### src/verilog/huffman_pkg.sv
package huffman_pkg;

   // ####################
   // widths and sizes
   // ####################

   localparam int SYMBOL_W = 8;   // input symbol.
   localparam int CODE_W   = 17;  // longest code.
   localparam int LEN_W    = 5;   // holds lengths 1 to 17.
   localparam int WORD_W   = 16;  // output word.
   localparam int ACC_W    = 48;  // three words of staging.
   localparam int FILL_W   = 6;   // counts 0 to 48.

   typedef logic [SYMBOL_W-1:0] symbol_t;
   typedef logic [CODE_W-1:0]   code_t;
   typedef logic [LEN_W-1:0]    code_len_t;
   typedef logic [WORD_W-1:0]   word_t;
   typedef logic [FILL_W-1:0]   fill_t;

   // ####################
   // code rule
   // ####################

   // order-0 exp-golomb.
   // n = symbol + 1, k = floor(log2(n)).
   // code is k zeros then n in k+1 bits, so 2k+1 bits long.

   // the leading zeros come for free once n is right-aligned.
   function automatic code_t code_of(input symbol_t sym);
      logic [SYMBOL_W:0] n;
      n = {1'b0, sym} + 1'b1;
      return code_t'(n);
   endfunction

   function automatic code_len_t code_len_of(input symbol_t sym);
      logic [SYMBOL_W:0] n;
      code_len_t         k;
      n = {1'b0, sym} + 1'b1;
      k = '0;
      // position of the highest set bit of n.
      for (int i = 0; i <= SYMBOL_W; i++) begin
         if (n[i]) begin
            k = code_len_t'(i);
         end
      end
      return (k << 1) + code_len_t'(1);
   endfunction

endpackage

### src/verilog/bit_fifo_if.sv
`timescale 1ns/1ps

// link between the bit staging register and the word emitter.
interface bit_fifo_if;
   huffman_pkg::word_t head_word;  // oldest 16 bits, msb first.
   huffman_pkg::fill_t fill;       // valid bits held.
   logic               take;       // drop one word at the edge.
   logic               take_all;   // drop everything at the edge.

   modport acc (
      output head_word,
      output fill,
      input  take,
      input  take_all
   );

   modport emit (
      input  head_word,
      input  fill,
      output take,
      output take_all
   );

endinterface

### src/verilog/bit_accumulator.sv
`timescale 1ns/1ps

module bit_accumulator (
   input  logic                   clk,
   input  logic                   rst,
   input  logic                   code_valid,
   input  huffman_pkg::code_t     code,
   input  huffman_pkg::code_len_t code_len,
   bit_fifo_if.acc                fifo
);

   localparam int PAD_W = huffman_pkg::ACC_W - huffman_pkg::CODE_W;

   logic [huffman_pkg::ACC_W-1:0] acc;       // left aligned, oldest bit at the top.
   huffman_pkg::fill_t            fill;
   logic [huffman_pkg::ACC_W-1:0] base_acc;
   huffman_pkg::fill_t            base_fill;
   logic [huffman_pkg::ACC_W-1:0] code_ext;
   huffman_pkg::code_len_t        shift_up;
   logic [huffman_pkg::ACC_W-1:0] acc_next;
   huffman_pkg::fill_t            fill_next;

   assign fifo.head_word = acc[huffman_pkg::ACC_W-1 -: huffman_pkg::WORD_W];
   assign fifo.fill      = fill;

   // ####################
   // remove, then append
   // ####################

   always_comb begin
      if (fifo.take) begin
         base_acc  = acc << huffman_pkg::WORD_W;
         base_fill = fill - huffman_pkg::fill_t'(huffman_pkg::WORD_W);
      end else if (fifo.take_all) begin
         base_acc  = '0;
         base_fill = '0;
      end else begin
         base_acc  = acc;
         base_fill = fill;
      end
   end

   // move the code to the top of a 48-bit word.
   // the unused high bits of the code fall off the left end.
   assign shift_up = huffman_pkg::code_len_t'(huffman_pkg::CODE_W) - code_len;
   assign code_ext = {code, {PAD_W{1'b0}}} << shift_up;

   always_comb begin
      if (code_valid) begin
         acc_next  = base_acc | (code_ext >> base_fill);  // lands just below the kept bits.
         fill_next = base_fill + huffman_pkg::fill_t'(code_len);
      end else begin
         acc_next  = base_acc;
         fill_next = base_fill;
      end
   end

   // ####################
   // state
   // ####################

   // bits below the fill stay zero, so or-ing in a new code is enough.
   always_ff @(posedge clk or posedge rst) begin
      if (rst) begin
         acc  <= '0;
         fill <= '0;
      end else begin
         acc  <= acc_next;
         fill <= fill_next;
      end
   end

endmodule

### src/verilog/code_lookup.sv
`timescale 1ns/1ps

module code_lookup (
   input  logic                   clk,
   input  logic                   rst,
   input  logic                   enable,
   input  huffman_pkg::symbol_t   data_in,
   output logic                   code_valid,
   output huffman_pkg::code_t     code,
   output huffman_pkg::code_len_t code_len
);

   // ####################
   // rom
   // ####################

   huffman_pkg::code_t     code_rom [2**huffman_pkg::SYMBOL_W];
   huffman_pkg::code_len_t len_rom  [2**huffman_pkg::SYMBOL_W];

   // one entry per symbol, constant after elaboration.
   for (genvar i = 0; i < 2**huffman_pkg::SYMBOL_W; i++) begin : g_rom
      assign code_rom[i] = huffman_pkg::code_of(huffman_pkg::symbol_t'(i));
      assign len_rom[i]  = huffman_pkg::code_len_of(huffman_pkg::symbol_t'(i));
   end

   // ####################
   // output stage
   // ####################

   always_ff @(posedge clk or posedge rst) begin
      if (rst) begin
         code_valid <= 1'b0;
      end else begin
         code_valid <= enable;  // one pulse per sampled symbol.
      end
   end

   // entry only changes when a new symbol comes in.
   always_ff @(posedge clk) begin
      if (enable) begin
         code     <= code_rom[data_in];
         code_len <= len_rom[data_in];
      end
   end

endmodule

### src/verilog/huffman_encoder.sv
`timescale 1ns/1ps

module huffman_encoder (
   input  logic                 clk,
   input  logic                 rst,
   input  logic                 enable,
   input  huffman_pkg::symbol_t data_in,
   input  logic                 flush,
   output huffman_pkg::word_t   data_out,
   output logic                 word_valid,
   output logic                 last
);

   logic                   code_valid;
   huffman_pkg::code_t     code;
   huffman_pkg::code_len_t code_len;

   bit_fifo_if fifo_if ();

   // symbol to code, one cycle.
   code_lookup i_code_lookup (
      .clk        (clk),
      .rst        (rst),
      .enable     (enable),
      .data_in    (data_in),
      .code_valid (code_valid),
      .code       (code),
      .code_len   (code_len)
   );

   bit_accumulator i_bit_accumulator (
      .clk        (clk),
      .rst        (rst),
      .code_valid (code_valid),
      .code       (code),
      .code_len   (code_len),
      .fifo       (fifo_if.acc)
   );

   // also sees code_valid so a flush waits for codes in flight.
   word_emitter i_word_emitter (
      .clk        (clk),
      .rst        (rst),
      .flush      (flush),
      .code_valid (code_valid),
      .fifo       (fifo_if.emit),
      .data_out   (data_out),
      .word_valid (word_valid),
      .last       (last)
   );

endmodule

### src/verilog/word_emitter.sv
`timescale 1ns/1ps

module word_emitter (
   input  logic               clk,
   input  logic               rst,
   input  logic               flush,
   input  logic               code_valid,
   bit_fifo_if.emit           fifo,
   output huffman_pkg::word_t data_out,
   output logic               word_valid,
   output logic               last
);

   logic flush_pending;  // flush seen, tail not yet sent.
   logic whole_word;
   logic partial;
   logic flush_fire;

   // ####################
   // take decisions
   // ####################

   assign whole_word = fifo.fill >= huffman_pkg::fill_t'(huffman_pkg::WORD_W);
   assign partial    = fifo.fill != '0;

   // the tail goes only once full words are out and nothing is landing.
   assign flush_fire = flush_pending && !whole_word && !code_valid;

   assign fifo.take     = whole_word;
   assign fifo.take_all = flush_fire && partial;  // empty tail sends last alone.

   always_ff @(posedge clk or posedge rst) begin
      if (rst) begin
         flush_pending <= 1'b0;
      end else if (flush) begin
         flush_pending <= 1'b1;  // a new request wins over a finishing one.
      end else if (flush_fire) begin
         flush_pending <= 1'b0;
      end
   end

   // ####################
   // output register
   // ####################

   // head_word is already zero below the fill, which gives the padding.
   always_ff @(posedge clk or posedge rst) begin
      if (rst) begin
         data_out   <= '0;
         word_valid <= 1'b0;
         last       <= 1'b0;
      end else begin
         word_valid <= fifo.take | fifo.take_all;
         last       <= flush_fire;
         if (fifo.take || fifo.take_all) begin
            data_out <= fifo.head_word;
         end
      end
   end

endmodule
### config.mk
export PLATFORM = sky130hd
export DESIGN_NAME = huffman_encoder
export DESIGN_NICKNAME = d
export VERILOG_FILES = /design/src/verilog/huffman_pkg.sv /design/src/verilog/bit_fifo_if.sv /design/src/verilog/bit_accumulator.sv /design/src/verilog/code_lookup.sv /design/src/verilog/huffman_encoder.sv /design/src/verilog/word_emitter.sv
export SDC_FILE = /design/constraint.sdc
export NUM_CORES = 1
export LEC_CHECK = 0
export ABC_CLOCK_PERIOD_IN_PS = 4040
export BUFFER_PORTS_ARGS = -buffer_cell sky130_fd_sc_hd__buf_2
export CORE_MARGIN = 4
export CORE_UTILIZATION = 35
export CTS_BUF_LIST = sky130_fd_sc_hd__clkbuf_4 sky130_fd_sc_hd__clkbuf_8
export CTS_CLUSTER_SIZE = 30
export DETAILED_ROUTE_END_ITERATION = 10
export HOLD_SLACK_MARGIN = 0.1
export PLACE_DENSITY = 0.61
export SYNTH_ARGS = -nofsm -noshare
export SYNTH_HDL_FRONTEND = slang
export SYNTH_HIERARCHICAL = 1
export SYNTH_SLANG_ARGS = --single-unit
### constraint.sdc
create_clock -name clk -period 4.04 [get_ports clk]
set_input_delay 0.808 -clock clk [delete_from_list [all_inputs] [get_ports clk]]
set_output_delay 0.808 -clock clk [all_outputs]
set_load 0.1 [all_outputs]
== After elaboration in Yosys (flattened, before gate mapping) ==
Memories as Yosys holds them, arrays and structs flattened. A register that Yosys moved wholly into a read port is not among the register bits.
Index checks and enable logic that the tools add are counted.
Operators by class
  $add $sub $neg: 3
  multipliers: 0
  divide/modulo/power cells: 0
  $lt $le $gt $ge: 1
  equal/unequal tests: 0
  shifts and indexed selects: 2
  multiplexer cells: 8
  bitwise gates (word level): 3
  reductions and logical operators: 8
Operator list (count)
  2-to-1 mux 48 bit: 3
  OR 48 bit: 1
  << shifter 48 x 5 -> 48 bit: 1
  right shift 48 x 6 -> 48 bit: 1
  2-to-1 mux 6 bit: 3
  NOT 8 -> 9 bit: 1
  adder 6 x 5 -> 6 bit: 1
  >= comparator 6 x 5 -> 1 bit (second input constant): 1
  nonzero test 6 bit: 1
  subtractor 6 x 5 -> 6 bit (second input constant): 1
  subtractor 5 bit (first input constant): 1
  logical AND 1 bit: 3
  zero test 1 bit: 2
  2-to-1 mux 1 bit: 2
  nonzero test 2 bit: 1
  logical OR 1 bit: 1
  OR 1 bit: 1
Storage, ports and cells
  register bits after elaboration: 74
  bits in latches: 0
  memory bits (writable): 0
  memory bits (read-only): 5632
  input port bits: 12
  output and inout port bits: 18
  logic and storage cells: 34
  memories: 2
Memory list
  (no name shown): depth 256, bits a word 17, read ports 1, clocked after Yosys merged registers in 1, write ports 0, line code_lookup.sv:41  | code <= code_rom[data_in];
  (no name shown): depth 256, bits a word 5, read ports 1, clocked after Yosys merged registers in 1, write ports 0, line code_lookup.sv:42  | code_len <= len_rom[data_in];

== Depth between registers and ports, before layout ==
Gate-level depths: netlist of the first run.
  depth after elaboration: 10
  depth in mapped cells: 16
  gate-level depth less buffers: 12

== Hierarchy ==
The synthesis of the first run kept the hierarchy.
By module, submodules not included
  bit_accumulator: times used 1, cells each 532, area each 4520.6 µm², seq. area each 1351.3 µm²
  word_emitter: times used 1, cells each 46, area each 782.0 µm², seq. area each 475.5 µm²
  code_lookup: times used 1, cells each 63, area each 737.0 µm², seq. area each 415.4 µm²

== Least setup slack after synthesis of the first run ==
Ideal clock, no wire load.
  path type: reg-to-reg
  from: register i_bit_accumulator.fill[4] (netlist: i_bit_accumulator/fifo.fill[4])
  to: register i_bit_accumulator.fill[5] (netlist: i_bit_accumulator/fifo.fill[5])
  library setup time: 79 ps
  arrival: 3080 ps
  data required time: 3961 ps
  slack: 881 ps
  cell stages (with the launch flop): 17
  buffers on the path: 4
  clock period less this slack: 3159 ps
  cells stage by stage: dfrtp_1 or2_0 buf_2 nor3_1 nand2b_1 clkbuf_1 nand2_1 inv_1 clkbuf_1 buf_1 ha_1 a21o_1 a21oi_1 nor2b_1 o21a_1 o21ai_0 xor2_1
Between the ends
  cells in the longest elaborated chain, start to end: 9
  elaborated cells on any way between the ends: 11
  classes of those cells: add/sub (2); order compare (1); mux (3); reduce/logical (5)
RTL lines
  start: declaration: line bit_accumulator.sv:15  | huffman_pkg::fill_t fill;
  start signal: assignment: line bit_accumulator.sv:69  | fill <= fill_next;
  >= comparator 6 x 5 -> 1 bit (*): line word_emitter.sv:23  | assign whole_word = fifo.fill >= huffman_pkg::fill_t'(huffman_pkg::WORD_W);
  named net fifo_if.take: line bit_fifo_if.sv:7  | logic take;
  zero test 1 bit (*): line word_emitter.sv:27  | assign flush_fire = flush_pending && !whole_word && !code_valid;
  logical AND 1 bit (*) (2 in series): line word_emitter.sv:27
  logical AND 1 bit (*): line word_emitter.sv:30  | assign fifo.take_all = flush_fire && partial;
  named net fifo_if.take_all: line bit_fifo_if.sv:8  | logic take_all;
  2-to-1 mux 6 bit (*): line bit_accumulator.sv:34  | end else if (fifo.take_all) begin
  2-to-1 mux 6 bit (*): line bit_accumulator.sv:31  | if (fifo.take) begin
  adder 6 x 5 -> 6 bit: line bit_accumulator.sv:51  | fill_next = base_fill + huffman_pkg::fill_t'(code_len);
  2-to-1 mux 6 bit (*): line bit_accumulator.sv:49  | if (code_valid) begin
  named net i_bit_accumulator.fill_next[5]: line bit_accumulator.sv:21  | huffman_pkg::fill_t fill_next;
The timed path passes the listed nets; every way through them passes the cells marked *.
A chain may end at the register's enable or synchronous reset.

== Final worst setup path of the first run ==
  from: register i_bit_accumulator.fill[5] (netlist: i_bit_accumulator/fifo.fill[5])
  to: register i_bit_accumulator/acc[7] (netlist name)
Between the ends
  cells in the longest elaborated chain, start to end: 10
  elaborated cells on any way between the ends: 14
  classes of those cells: add/sub (1); order compare (1); shift (1); mux (5); bitwise (1); reduce/logical (5)
RTL lines
  >= comparator 6 x 5 -> 1 bit (*): line word_emitter.sv:23
  named net fifo_if.take: line bit_fifo_if.sv:7
  zero test 1 bit: line word_emitter.sv:27
  logical AND 1 bit (2 in series): line word_emitter.sv:27
  logical AND 1 bit: line word_emitter.sv:30
  2-to-1 mux 6 bit: line bit_accumulator.sv:34
  2-to-1 mux 6 bit: line bit_accumulator.sv:31
  right shift 48 x 6 -> 48 bit: line bit_accumulator.sv:50  | acc_next = base_acc | (code_ext >> base_fill);
  OR 48 bit: line bit_accumulator.sv:50
  2-to-1 mux 48 bit (*): line bit_accumulator.sv:49
  named net i_bit_accumulator.acc_next, one bit: line bit_accumulator.sv:20  | logic [huffman_pkg::ACC_W-1:0] acc_next;
  end signal: assignment: line bit_accumulator.sv:68  | acc <= acc_next;
  end: declaration: line bit_accumulator.sv:14  | logic [huffman_pkg::ACC_W-1:0] acc;
Marks and branches as above.

==> impl_results.md, run 1 <==
* Overall power at approximately 4.9 mW
* Number of vias per cell at slightly above 6
* Hold-fix buffers at CTS at 0
* Setup bufs post-CTS at 0
* F_max at 292 MHz
* Synth async-reset ratio at 85.1%
* Pwr Density at around 760 nW/um2
* Seq/Total Area, Yosys at a little under two fifths
* Clock Tree Buf Depth at 2
* Sw Pwr at roughly 2.5 mW
* Pre-CTS setup slack at 0.705 ns
* R2r setup slk at 0.62 ns
* GPL Wtd Cong at ~0.93
* Period minus WS final at approximately 3.4 ns
* Iter 0 DRT Violations at 545
* Via count at approximately 5.3k
* Clock sinks at 87
* Drt drc at 0
* Placed cell area at 6230 um2
* CP Launch Point: i_bit_accumulator/fifo.fill[5]$_DFF_PP0_
* Post-Syn Area at approximately 6000 um2
* Gr usage total at 16.9%
* Post-route ant nets at 0
* Setup ws final at approximately 0.62 ns
* Reg2reg end: i_bit_accumulator/acc[7]$_DFF_PP0_
* Status: finished, final reports clean
* LEAKAGE at 2.70 nW
* Clk_lat worst skew at 0.38 ns
* Post-DP HPWL at 12100 um
* Cts repair resizes at 0
* Max-Cap Viols at 0
* Switching Share at 51.8%
* H-Tree Depth at 3
* Clk pwr share at 12.9%
* Crit share post-route at 84.6%
* Number of synthesized flops with an enable pin at 13
* Pin count of the biggest net entering global routing at 48
* Die area at a little under 20000 um2
* Final Max Slew Viols at 0
* TNS Setup at 0 ns
* Worst EP required at 4.34 ns
* Worst-path fanout max at 44
* Ant diodes at 0
* Main synth FF type: dfrtp_1
* Routed WL at approximately 16000 um
* Die Ht at roughly 140 um
* Peak VDD IR at approximately 0.00038 V
* Root buffer cell: clkbuf_8
* Worst Tran Pin Value at 0.862 ns
* Syn_area_per_cell at 9.42 um2
* Fin Clk Skew at 0.0106 ns
* Clock Pin Slew Worst Setup and Hold Paths at roughly 0.090 ns
* Comb power frac at between 50% and 60%
* Flops & latches, synth at 87
* Flop pwr share at between 20% and 30%
* FILL cells at 1697
* Critical R2R Launch: i_bit_accumulator/fifo.fill[5]$_DFF_PP0_
* Arr. time, crit path at 3.72 ns
* CTS tree: yes
* Top-Level Pins at 30
* Area growth from synthesis to layout at 6.57%
* Cells after synthesis at 641
* Initial Utilization at a little over a third
* Hold/Removal Path Class: in2async
* RSZ-0062 raised after global routing: no
* Die W at 139 um
* Critical path capture point type: flip-flop
* Num CTS Buffers at 9
* Row Count at 47
* Remaining global-route overflow at 0
* P_int at 2.35 mW
* Fin area at 6440 um2
* Wire per inst at approximately 19 um
* Final Hold Fails at 0
* Crit path capture: i_bit_accumulator/acc[7]$_DFF_PP0_
* Slew headroom at a little over two fifths
* Post-synth cell types at 73
* Share of cells above drive strength 1 at 17.3%
* Vias in the first global route at about 5k
* Final Setup Violations at 0
* Nets at 659
* First-pass GRT wire length at 26900 um
* Core Area at 16800 um2
* DRT Pass-1 Iters at 7
* Initial antenna violation count at 0
* Reg2Reg Depth at 11
* Critical Path Source Type: flip-flop
* Number of synthesis warnings at 6
* Setup CP Type: reg2reg
* PortBufs at 29
[per-layer routing]
| layer | up-vias | global-route usage, % | routed length (um) |
|---|---|---|---|
| li1 | 2426 | - | - |
| met1 | 2580 | 22.4 | 7250 |
| met2 | 247 | 27.0 | 7670 |
| met3 | 27 | 3.70 | 1140 |
| met4 | 0 | 6.33 | 385 |
| met5 | - | 0 | 0 |
[critical path: stages (launching register included)]
cell,delay [ns]
dfrtp_1,0.47
or2_1,0.28
buf_4,0.29
nand2b_1,0.29
nand2_1,0.25
buf_4,0.27
nor3_1,0.09
a2111oi_0,0.62
a211oi_1,0.13
a21oi_1,0.36
a222oi_1,0.16
o21ai_0,0.14
[final cells by class]
cell class / instances / area (um2) / share of cell area [%]
Clock buffer: 10 / 138 / 2.14
Clock inverter: 6 / 66.3 / 1.03
Inverter: 18 / 67.6 / 1.05
Multi-Input combinational cell: 478 / 3390 / 52.7
Sequential cell: 87 / 2240 / 34.8
Tap cell: 220 / 275 / 4.28
Timing Repair Buffer: 44 / 258 / 4.00
[cell usage after synthesis, drive strengths merged (3+ instances only)]
cell / number / area [um2]
dfrtp: 74 / 1850
nand2: 56 / 210
o21ai: 46 / 230
nor2: 44 / 168
buf: 36 / 265
mux2: 30 / 372
clkbuf: 29 / 109
a22oi: 28 / 210
nand3: 21 / 110
nor3: 20 / 100
a21oi: 18 / 90.1
mux2i: 18 / 180
inv: 17 / 63.8
a222oi: 16 / 160
o221ai: 14 / 123
edfxtp: 13 / 390
o211ai: 11 / 82.6
o22ai: 11 / 68.8
a211oi: 9 / 72.6
a21o: 8 / 60.1
ha: 8 / 100
xnor2: 8 / 70.1
nand2b: 7 / 43.8
a31oi: 6 / 37.5
mux4: 6 / 135
nor2b: 6 / 37.5
nor4: 6 / 52.6
o31ai: 6 / 50.1
and3: 5 / 31.3
a211o: 4 / 35.0
a221oi: 4 / 41.3
a22o: 4 / 35.0
and2: 4 / 25.0
nand3b: 4 / 30.0
o21a: 4 / 30.0
xor2: 4 / 35.0
a311oi: 3 / 26.3
a32oi: 3 / 26.3
or2: 3 / 18.8
or3: 3 / 18.8
[power groups by stage]
stage | Sequential (mW) | Clock, mW | Combinational (mW)
2_1_floorplan | 1.78 | 0 | 1.82
3_3_place_gp | 1.35 | 0 | 2.84
3_5_place_dp | 1.36 | 0 | 2.87
4_1_cts | 1.34 | 0.652 | 2.88
5_1_grt | 1.37 | 0.692 | 3.13
6_report | 1.34 | 0.630 | 2.92
[registers in the layout (all words and copies together), names as in the netlist]
name                          flops
i_word_emitter/word_valid         1
i_code_lookup/code_valid          1
i_bit_accumulator/fifo.fill       6
i_word_emitter/data_out          16
i_word_emitter/flush_pending      1
i_word_emitter/last               1
i_code_lookup/code_len            4
i_bit_accumulator/acc            48
i_code_lookup/code                9
[layout by cell type (no fill, tap or decap), types with 18 or more instances in the layout]
cell type and instances:
mux2_2 21, dfrtp_1 74, a21oi_1 18, nor2_1 42, nand2_1 56, nand3_1 20
buf_2 29, a22oi_1 28, o21ai_0 45, nor3_1 20, mux2i_1 18
[cells by family (layout without fill, tap and decap cells)]
group                      count (synthesis)  in the layout  share of synthesized area, %
AOI/OAI and AO/OA                        209            209                          25.5
and+or+nand+nor                          185            185                          14.8
DFF                                       87             87                          37.1
buffers and inverters                     83             78                          7.31
muxes                                     54             54                          11.4
xor gates and xnor gates                  12             12                          1.74
adders and majority gates                  9              9                          1.99
other                                      2              9                         0.124
[per-stage QoR]
stage	util, %	hold WS (ns)	std cells
2_1_floorplan	-	0.456	648
3_3_place_gp	37.2	0.473	847
3_5_place_dp	37.2	0.474	847
4_1_cts	38.4	0.263	863
5_1_grt	38.4	0.277	863
6_report	38.4	0.282	863
[how the worst min path moves through the flow]
stage,slack [ns],cells past startpoint,to
3_5_place_dp,0.47,2,i_bit_accumulator/acc[11]$_DFF_PP0_
5_1_grt,0.28,2,i_code_lookup/code_valid$_DFF_PP0_
3_3_place_gp,0.47,2,i_bit_accumulator/acc[9]$_DFF_PP0_
2_1_floorplan,0.46,2,i_bit_accumulator/acc[9]$_DFF_PP0_
6_report,0.28,2,i_code_lookup/code_valid$_DFF_PP0_
4_1_cts,0.26,2,i_code_lookup/code_valid$_DFF_PP0_
Power figures use the tool's default switching activity.
==> run 2: changes to the inputs <==
Settings changed: ABC_CLOCK_PERIOD_IN_PS 4040 to 3200.
Clock period 4.04 ns to 3.2 ns, I/O delays scaled along.
==> run 2 against run 1 <==
Hold slack better by 0.17 ns. Critical path type unchanged. Power is 29% higher. Largest power group unchanged. Sequential cell count stayed put.
==> impl_results.md, run 2 (synthesis gave the netlist of run 1 again) <==
* FILL cells at 1679 (-1.1%)
* Ant diodes at 0 (unchanged)
* Via count at 5329 (+0.93%)
* Max stage delay cell, worst path: mux4_2
* Most frequent cells in the layout: dfrtp_1, nand2_1, o21ai_0, nor2_1
* Reg2reg end: i_bit_accumulator/acc[3]$_DFF_PP0_
* Top-Level Pins at 30 (unchanged)
* Worst EP required at 3.50 ns (-0.84 ns)
* Root buffer cell: clkbuf_8
* Pwr Density at 953 nW/um2 (+26%)
* Post-DP HPWL at 12300 um (+1.7%)
* Crit share post-route at 95.0% (+10 points)
* Worst-path fanout max at 8 (-82%)
* Clock Tree Buf Depth at 2 (unchanged)
* GPL Wtd Cong at 0.919 (-1.7%)
* LEAKAGE at 2.78 nW (+2.8%)
* Final Setup Violations at 0 (unchanged)
* Iter 0 DRT Violations at 535 (-1.8%)
* Die area at 19400 um2 (unchanged)
* Core Area at 16800 um2 (unchanged)
* R2r setup slk at 0.16 ns (-0.46 ns)
* TNS Setup at 0 ns (unchanged)
* Drt drc at 0 (unchanged)
* Clk_lat worst skew at 0.39 ns (about the same)
* Crit path capture: i_bit_accumulator/acc[3]$_DFF_PP0_
* Hold/Removal Path Class: in2reg
* CP Buf/Inv Count at 2 (unchanged)
* Nets at 675 (+2.4%)
* Pin count of the biggest net entering global routing at 48 (unchanged)
* Arr. time, crit path at 3.34 ns (-0.38 ns)
* Regs by FF count: i_bit_accumulator/acc (48), i_word_emitter/data_out (16), i_code_lookup/code (9)
* Number of flip-flops in the largest register at 48 (unchanged)
* Slew headroom at 48.6% (+6.4 points)
* Reg2Reg Depth at 10 (-1)
* Vias in the first global route at 5061 (+1.2%)
* Worst Tran Pin Value at 0.771 ns (-0.0916 ns)
* DRT Pass-1 Iters at 6 (-1)
* Critical R2R Launch: i_code_lookup/code_len[2]$_DFFE_PP_
* F_max at 329 MHz (+12%)
* Final Hold Fails at 0 (unchanged)
* CTS tree: yes
* Top reg by flops: i_bit_accumulator/acc
* PortBufs at 29 (unchanged)
* Worst path cell trace: inv_1 > ha_2 > inv_1 > mux4_2 > nor2_1 > o31ai_2 > nor3_1 > a211oi_2 > mux2_2 > o21ai_0
* Share of cells above drive strength 1 at 20.6% (+3.4 points)
* Remaining global-route overflow at 0 (unchanged)
* Post-route ant nets at 0 (unchanged)
* Fin Clk Skew at 0.0120 ns (+0.00141 ns)
* Setup CP Type: reg2reg
* Final Max Slew Viols at 0 (unchanged)
* Num CTS Buffers at 9 (unchanged)
* Wire per inst at 19.1 um (+0.35%)
* CP Launch Point: i_code_lookup/code_len[2]$_DFFE_PP_
* First-pass GRT wire length at 27400 um (+1.8%)
* Peak VDD IR at 0.000465 V (+22%)
* Row Count at 47 (unchanged)
* Most common cell after layout, fill and taps aside: dfrtp_1
* Max Used Layer: met4
* Die W at 139 um (unchanged)
* Initial Utilization at 36.0% (unchanged)
* Initial antenna violation count at 0 (unchanged)
* RSZ-0062 raised after global routing: yes
* Die Ht at 139 um (unchanged)
* Critical path capture point type: flip-flop
* Routed met3 length at 1080 um (-5.8%)
* Met2 wire len at 7880 um (+2.7%)
* Gr usage total at 17.3% (+0.47 points)
* Routed WL at 16800 um (+2.2%)
* Crit-path most repeated cell: inv_1
* Number of vias per cell at 6.06 (-0.91%)
* Area growth from synthesis to layout at 9.70%
* Pre-CTS setup slack at -0.0323 ns (-0.737 ns)
* Setup ws final at 0.160 ns (-0.460 ns)
* Max-Cap Viols at 0 (unchanged)
* Crit-path max cell delay at 0.57 ns (-0.05 ns)
* Critical Path Stages at 10 (-1)
* H-Tree Depth at 3 (unchanged)
* Period minus WS final at 3.04 ns (-0.380 ns)
* M1 WL at 7420 um (+2.3%)
* Clock sinks at 87 (unchanged)
* Clock Pin Slew Worst Setup and Hold Paths at 0.09 ns (about the same)
* Critical Path Source Type: flip-flop
* Status: finished, final reports clean
* Largest delay share family, worst path: multiplexers
run 2: changes by cell type in the layout (fill, tap and decap cells not counted), sizes merged:
| cell | delta |
|---|---|
| clkinv | -1 |
| buf | +15 |
| inv | -2 |
| dlygate4sd3 | +1 |
| clkbuf | +2 |
| clkinvlp | +1 |
run 2: layer usage:
metal / track usage [%] / vias up
met4: 7.26 / 0
met1: 23.7 / 2603
li1: - / 2455
met5: 0 / -
met3: 2.88 / 37
met2: 27.4 / 234
run 2: area by class of cell:
type / instances / area [um2] / share of cell area (%)
clock buffers: 12 / 153 / 2.30
well taps: 220 / 275 / 4.15
inverters: 18 / 67.6 / 1.02
repair buffers: 60 / 393 / 5.93
clock inverters: 4 / 55.1 / 0.831
flip-flops and latches: 87 / 2240 / 33.8
multi-input cells: 478 / 3440 / 51.9
run 2: metrics by stage:
stage	hold WS (ns)	total power, mW	cells	utilization (%)	instance area, um2
after floorplan	0.369	4.55	648	-	6070
after global placement	0.470	5.32	860	37.8	6340
after detailed placement	0.483	5.39	860	37.8	6340
after CTS	0.435	6.22	877	39.2	6570
after global routing	0.446	6.71	879	39.5	6630
final	0.447	6.32	879	39.5	6630
run 2: repair_timing:
item | CTS | global route
cloned | 0 | 0
setup endpoints to repair | 3 | 26
buffers inserted | 0 | 2
pin swaps | 0 | 4
hold endpoints to repair | 1 | 0
hold buffers | 1 | 0
gates resized for setup | 1 | 11
run 2: worst min-delay path by stage:
stage	slack [ns]	to	depth (start not counted)	startpoint
3_3_place_gp	0.47	i_bit_accumulator/acc[10]$_DFF_PP0_	2	i_bit_accumulator/acc[10]$_DFF_PP0_
4_1_cts	0.43	i_word_emitter/flush_pending$_DFFE_PP0P_	2	flush
3_5_place_dp	0.48	i_bit_accumulator/acc[9]$_DFF_PP0_	2	i_bit_accumulator/acc[9]$_DFF_PP0_
2_1_floorplan	0.37	i_code_lookup/code_valid$_DFF_PP0_	1	rst
6_report	0.45	i_word_emitter/flush_pending$_DFFE_PP0P_	2	flush
5_1_grt	0.45	i_word_emitter/flush_pending$_DFFE_PP0P_	2	flush
run 2: power by group:
group	switching, mW	leakage, nW	internal [mW]	total [mW]
clock	0.417	0.104	0.402	0.819
sequential	0.216	1.11	1.47	1.68
combinational	2.60	1.56	1.21	3.81
==> run 3: changes to the inputs <==
Settings changed: ABC_CLOCK_PERIOD_IN_PS 3200 to 3400, CORE_UTILIZATION 35 to 40, PLACE_DENSITY 0.61 to 0.67.
Clock period 3.2 ns to 3.4 ns, I/O delays scaled along.
==> run 3 against run 2 <==
Count of clock-buffer cells in the layout down 3. Via count up 0.69%. Sequential power down 5%. Combinational power down 7.9%. Die area down 12%. Highest routed layer unchanged.
==> impl_results.md, run 3 (synthesis gave the netlist of run 1 again) <==
* Setup CP Type: reg2reg
* Share of cells above drive strength 1 at 19.5% (-1.1 points)
* Regs by FF count: i_bit_accumulator/acc (48), i_word_emitter/data_out (16), i_code_lookup/code (9)
* CP Launch Point: i_bit_accumulator/fifo.fill[5]$_DFF_PP0_
* Overall power at 5.81 mW (-8.0%)
* Gr usage total at 19.9% (+2.5 points)
* Worst-path fanout max at 12 (+4)
* Most common cell after layout, fill and taps aside: dfrtp_1
* Pin count of the biggest net entering global routing at 48 (unchanged)
* Worst EP required at 3.67 ns (+0.17 ns)
* CP Buf/Inv Count at 1 (-1)
* Status: finished, final reports clean
* PortBufs at 29 (unchanged)
* H-Tree Depth at 3 (unchanged)
* CTS tree: yes
* Setup ws final at 0.220 ns (+0.0596 ns)
* Nets at 672 (-0.44%)
* Final Max Slew Viols at 0 (unchanged)
* Number of vias per cell at 6.39 (+5.4%)
* Num CTS Buffers at 9 (unchanged)
* Critical Path Source Type: flip-flop
* Max-Cap Viols at 0 (unchanged)
* Slew headroom at 39.7% (-8.8 points)
* Drt drc at 0 (unchanged)
* Row Count at 44 (-6.4%)
* Vias in the first global route at 5102 (+0.81%)
* Clock sinks at 87 (unchanged)
* First-pass GRT wire length at 26700 um (-2.5%)
* Post-route ant nets at 0 (unchanged)
* Final Non-Filler Cells at 840 (-4.4%)
* Number of flip-flops in the largest register at 48 (unchanged)
* Pre-CTS setup slack at 0.258 ns (+0.290 ns)
* Crit path capture: i_bit_accumulator/fifo.fill[4]$_DFF_PP0_
* Remaining global-route overflow at 0 (unchanged)
* Clock Tree Buf Depth at 2 (unchanged)
* Placed cell count at 823 (-4.3%)
* DRT Pass-1 Iters at 5 (-1)
* TNS Setup at 0 ns (unchanged)
* Peak VDD IR at 0.000354 V (-24%)
* Top-Level Pins at 30 (unchanged)
* Clk_lat worst skew at 0.40 ns (about the same)
* Fin Clk Skew at 0.0187 ns (+0.00671 ns)
* RSZ-0062 raised after global routing: yes
* Via count at 5366 (+0.69%)
* Core Area at 14600 um2 (-13%)
* Clock Pin Slew Worst Setup and Hold Paths at 0.10 ns (about the same)
* Wire per inst at 19.8 um (+3.7%)
* Top reg by flops: i_bit_accumulator/acc
* Largest delay share family, worst path: simple AND/OR/NAND/NOR gates
* Root buffer cell: clkbuf_8
* Period minus WS final at 3.18 ns (+0.140 ns)
* Arr. time, crit path at 3.45 ns (+0.11 ns)
* Pwr Density at 895 nW/um2 (-6.1%)
* GPL Wtd Cong at 0.941 (+2.4%)
* Final Hold Fails at 0 (unchanged)
* Initial Utilization at 41.2% (+5.2 points)
* Reg2reg end: i_bit_accumulator/fifo.fill[4]$_DFF_PP0_
* Crit-path max cell delay at 0.48 ns (-0.09 ns)
* Critical Path Stages at 11 (+1)
* Post-DP HPWL at 12300 um (-0.29%)
* Die area at 17100 um2 (-12%)
* F_max at 314 MHz (-4.4%)
* Reg2Reg Depth at 11 (+1)
* Worst Tran Pin Value at 0.903 ns (+0.132 ns)
* Iter 0 DRT Violations at 416 (-22%)
* Most frequent cells in the layout: dfrtp_1, nand2_1, o21ai_0, nor2_1, buf_2
* Hold/Removal Path Class: in2async
* Initial antenna violation count at 0 (unchanged)
* Die Ht at 131 um (-6.1%)
* Max stage delay cell, worst path: dfrtp_1
* Critical R2R Launch: i_bit_accumulator/fifo.fill[5]$_DFF_PP0_
* Worst path cell trace: or2_1 > nor3_1 > nand2b_1 > nand2_1 > inv_1 > ha_1 > fa_1 > a21o_1 > a21oi_1 > xnor2_1 > mux2_2
* Final Setup Violations at 0 (unchanged)
* Die W at 131 um (-6.1%)
* Critical path capture point type: flip-flop
* Routed WL at 16700 um (-0.95%)
* Ant diodes at 0 (unchanged)
* Crit share post-route at 93.5% (-1.5 points)
* R2r setup slk at 0.22 ns (+0.06 ns)
* LEAKAGE at 2.76 nW (-0.81%)
* Area growth from synthesis to layout at 7.42%
-- run 3: cell count changes in the layout (fill, tap and decap cells not counted), moves of 2 or more --
| cell | change |
|---|---|
| clkbuf_4 | -2 |
| clkinv_2 | +2 |
| inv_6 | +2 |
| mux2i_1 | +2 |
| mux2i_2 | -2 |
-- run 3: final cells by class --
class / count / area, um2
inverters: 18 / 67.6
multi-input cells: 478 / 3410
fillers: 1430 / 8160
well taps: 184 / 230
flip-flops and latches: 87 / 2240
clock inverters: 7 / 56.3
clock buffers: 9 / 124
repair buffers: 57 / 355
-- run 3: per-stage QoR --
| stage | utilization [%] | hold WS (ns) | instance area (um2) |
|---|---|---|---|
| after CTS | 44.1 | 0.118 | 6460 |
| after global routing | 44.3 | 0.140 | 6490 |
| after global placement | 42.9 | 0.472 | 6280 |
| after detailed placement | 42.9 | 0.478 | 6280 |
| final | 44.3 | 0.145 | 6490 |
| after floorplan | - | 0.409 | 6070 |
-- run 3: where the power goes --
part / switching (mW) / leakage (nW) / internal (mW) / total, mW
Sequential: 0.221 / 1.11 / 1.38 / 1.60
Clock: 0.422 / 0.0959 / 0.276 / 0.698
Combinational: 2.39 / 1.55 / 1.12 / 3.51
-- run 3: how the worst min path moves through the flow --
| stage | start | endpoint | slack (ns) | cells past startpoint |
|---|---|---|---|---|
| 2_1_floorplan | rst | i_code_lookup/code_valid$_DFF_PP0_ | 0.41 | 1 |
| 3_3_place_gp | i_bit_accumulator/acc[10]$_DFF_PP0_ | i_bit_accumulator/acc[10]$_DFF_PP0_ | 0.47 | 2 |
| 3_5_place_dp | i_bit_accumulator/acc[10]$_DFF_PP0_ | i_bit_accumulator/acc[10]$_DFF_PP0_ | 0.48 | 2 |
| 4_1_cts | rst | i_code_lookup/code_valid$_DFF_PP0_ | 0.12 | 2 |
| 5_1_grt | rst | i_code_lookup/code_valid$_DFF_PP0_ | 0.14 | 2 |
| 6_report | rst | i_code_lookup/code_valid$_DFF_PP0_ | 0.15 | 2 |
-- run 3: timing repair --
| item | CTS | global route |
|---|---|---|
| setup buffers | 0 | 1 |
| resized for setup | 0 | 4 |
| hold buffers | 0 | 0 |
| setup endpoints to repair | 0 | 7 |
-- run 3: metal layers --
metal | GRT usage (%) | vias up | part of all wire, %
met1 | 25.4 | 2613 | 42
met4 | 9.68 | 0 | 3.9
met2 | 32.1 | 258 | 47
li1 | - | 2450 | -
met3 | 3.90 | 45 | 6.5
met5 | 0 | - | 0
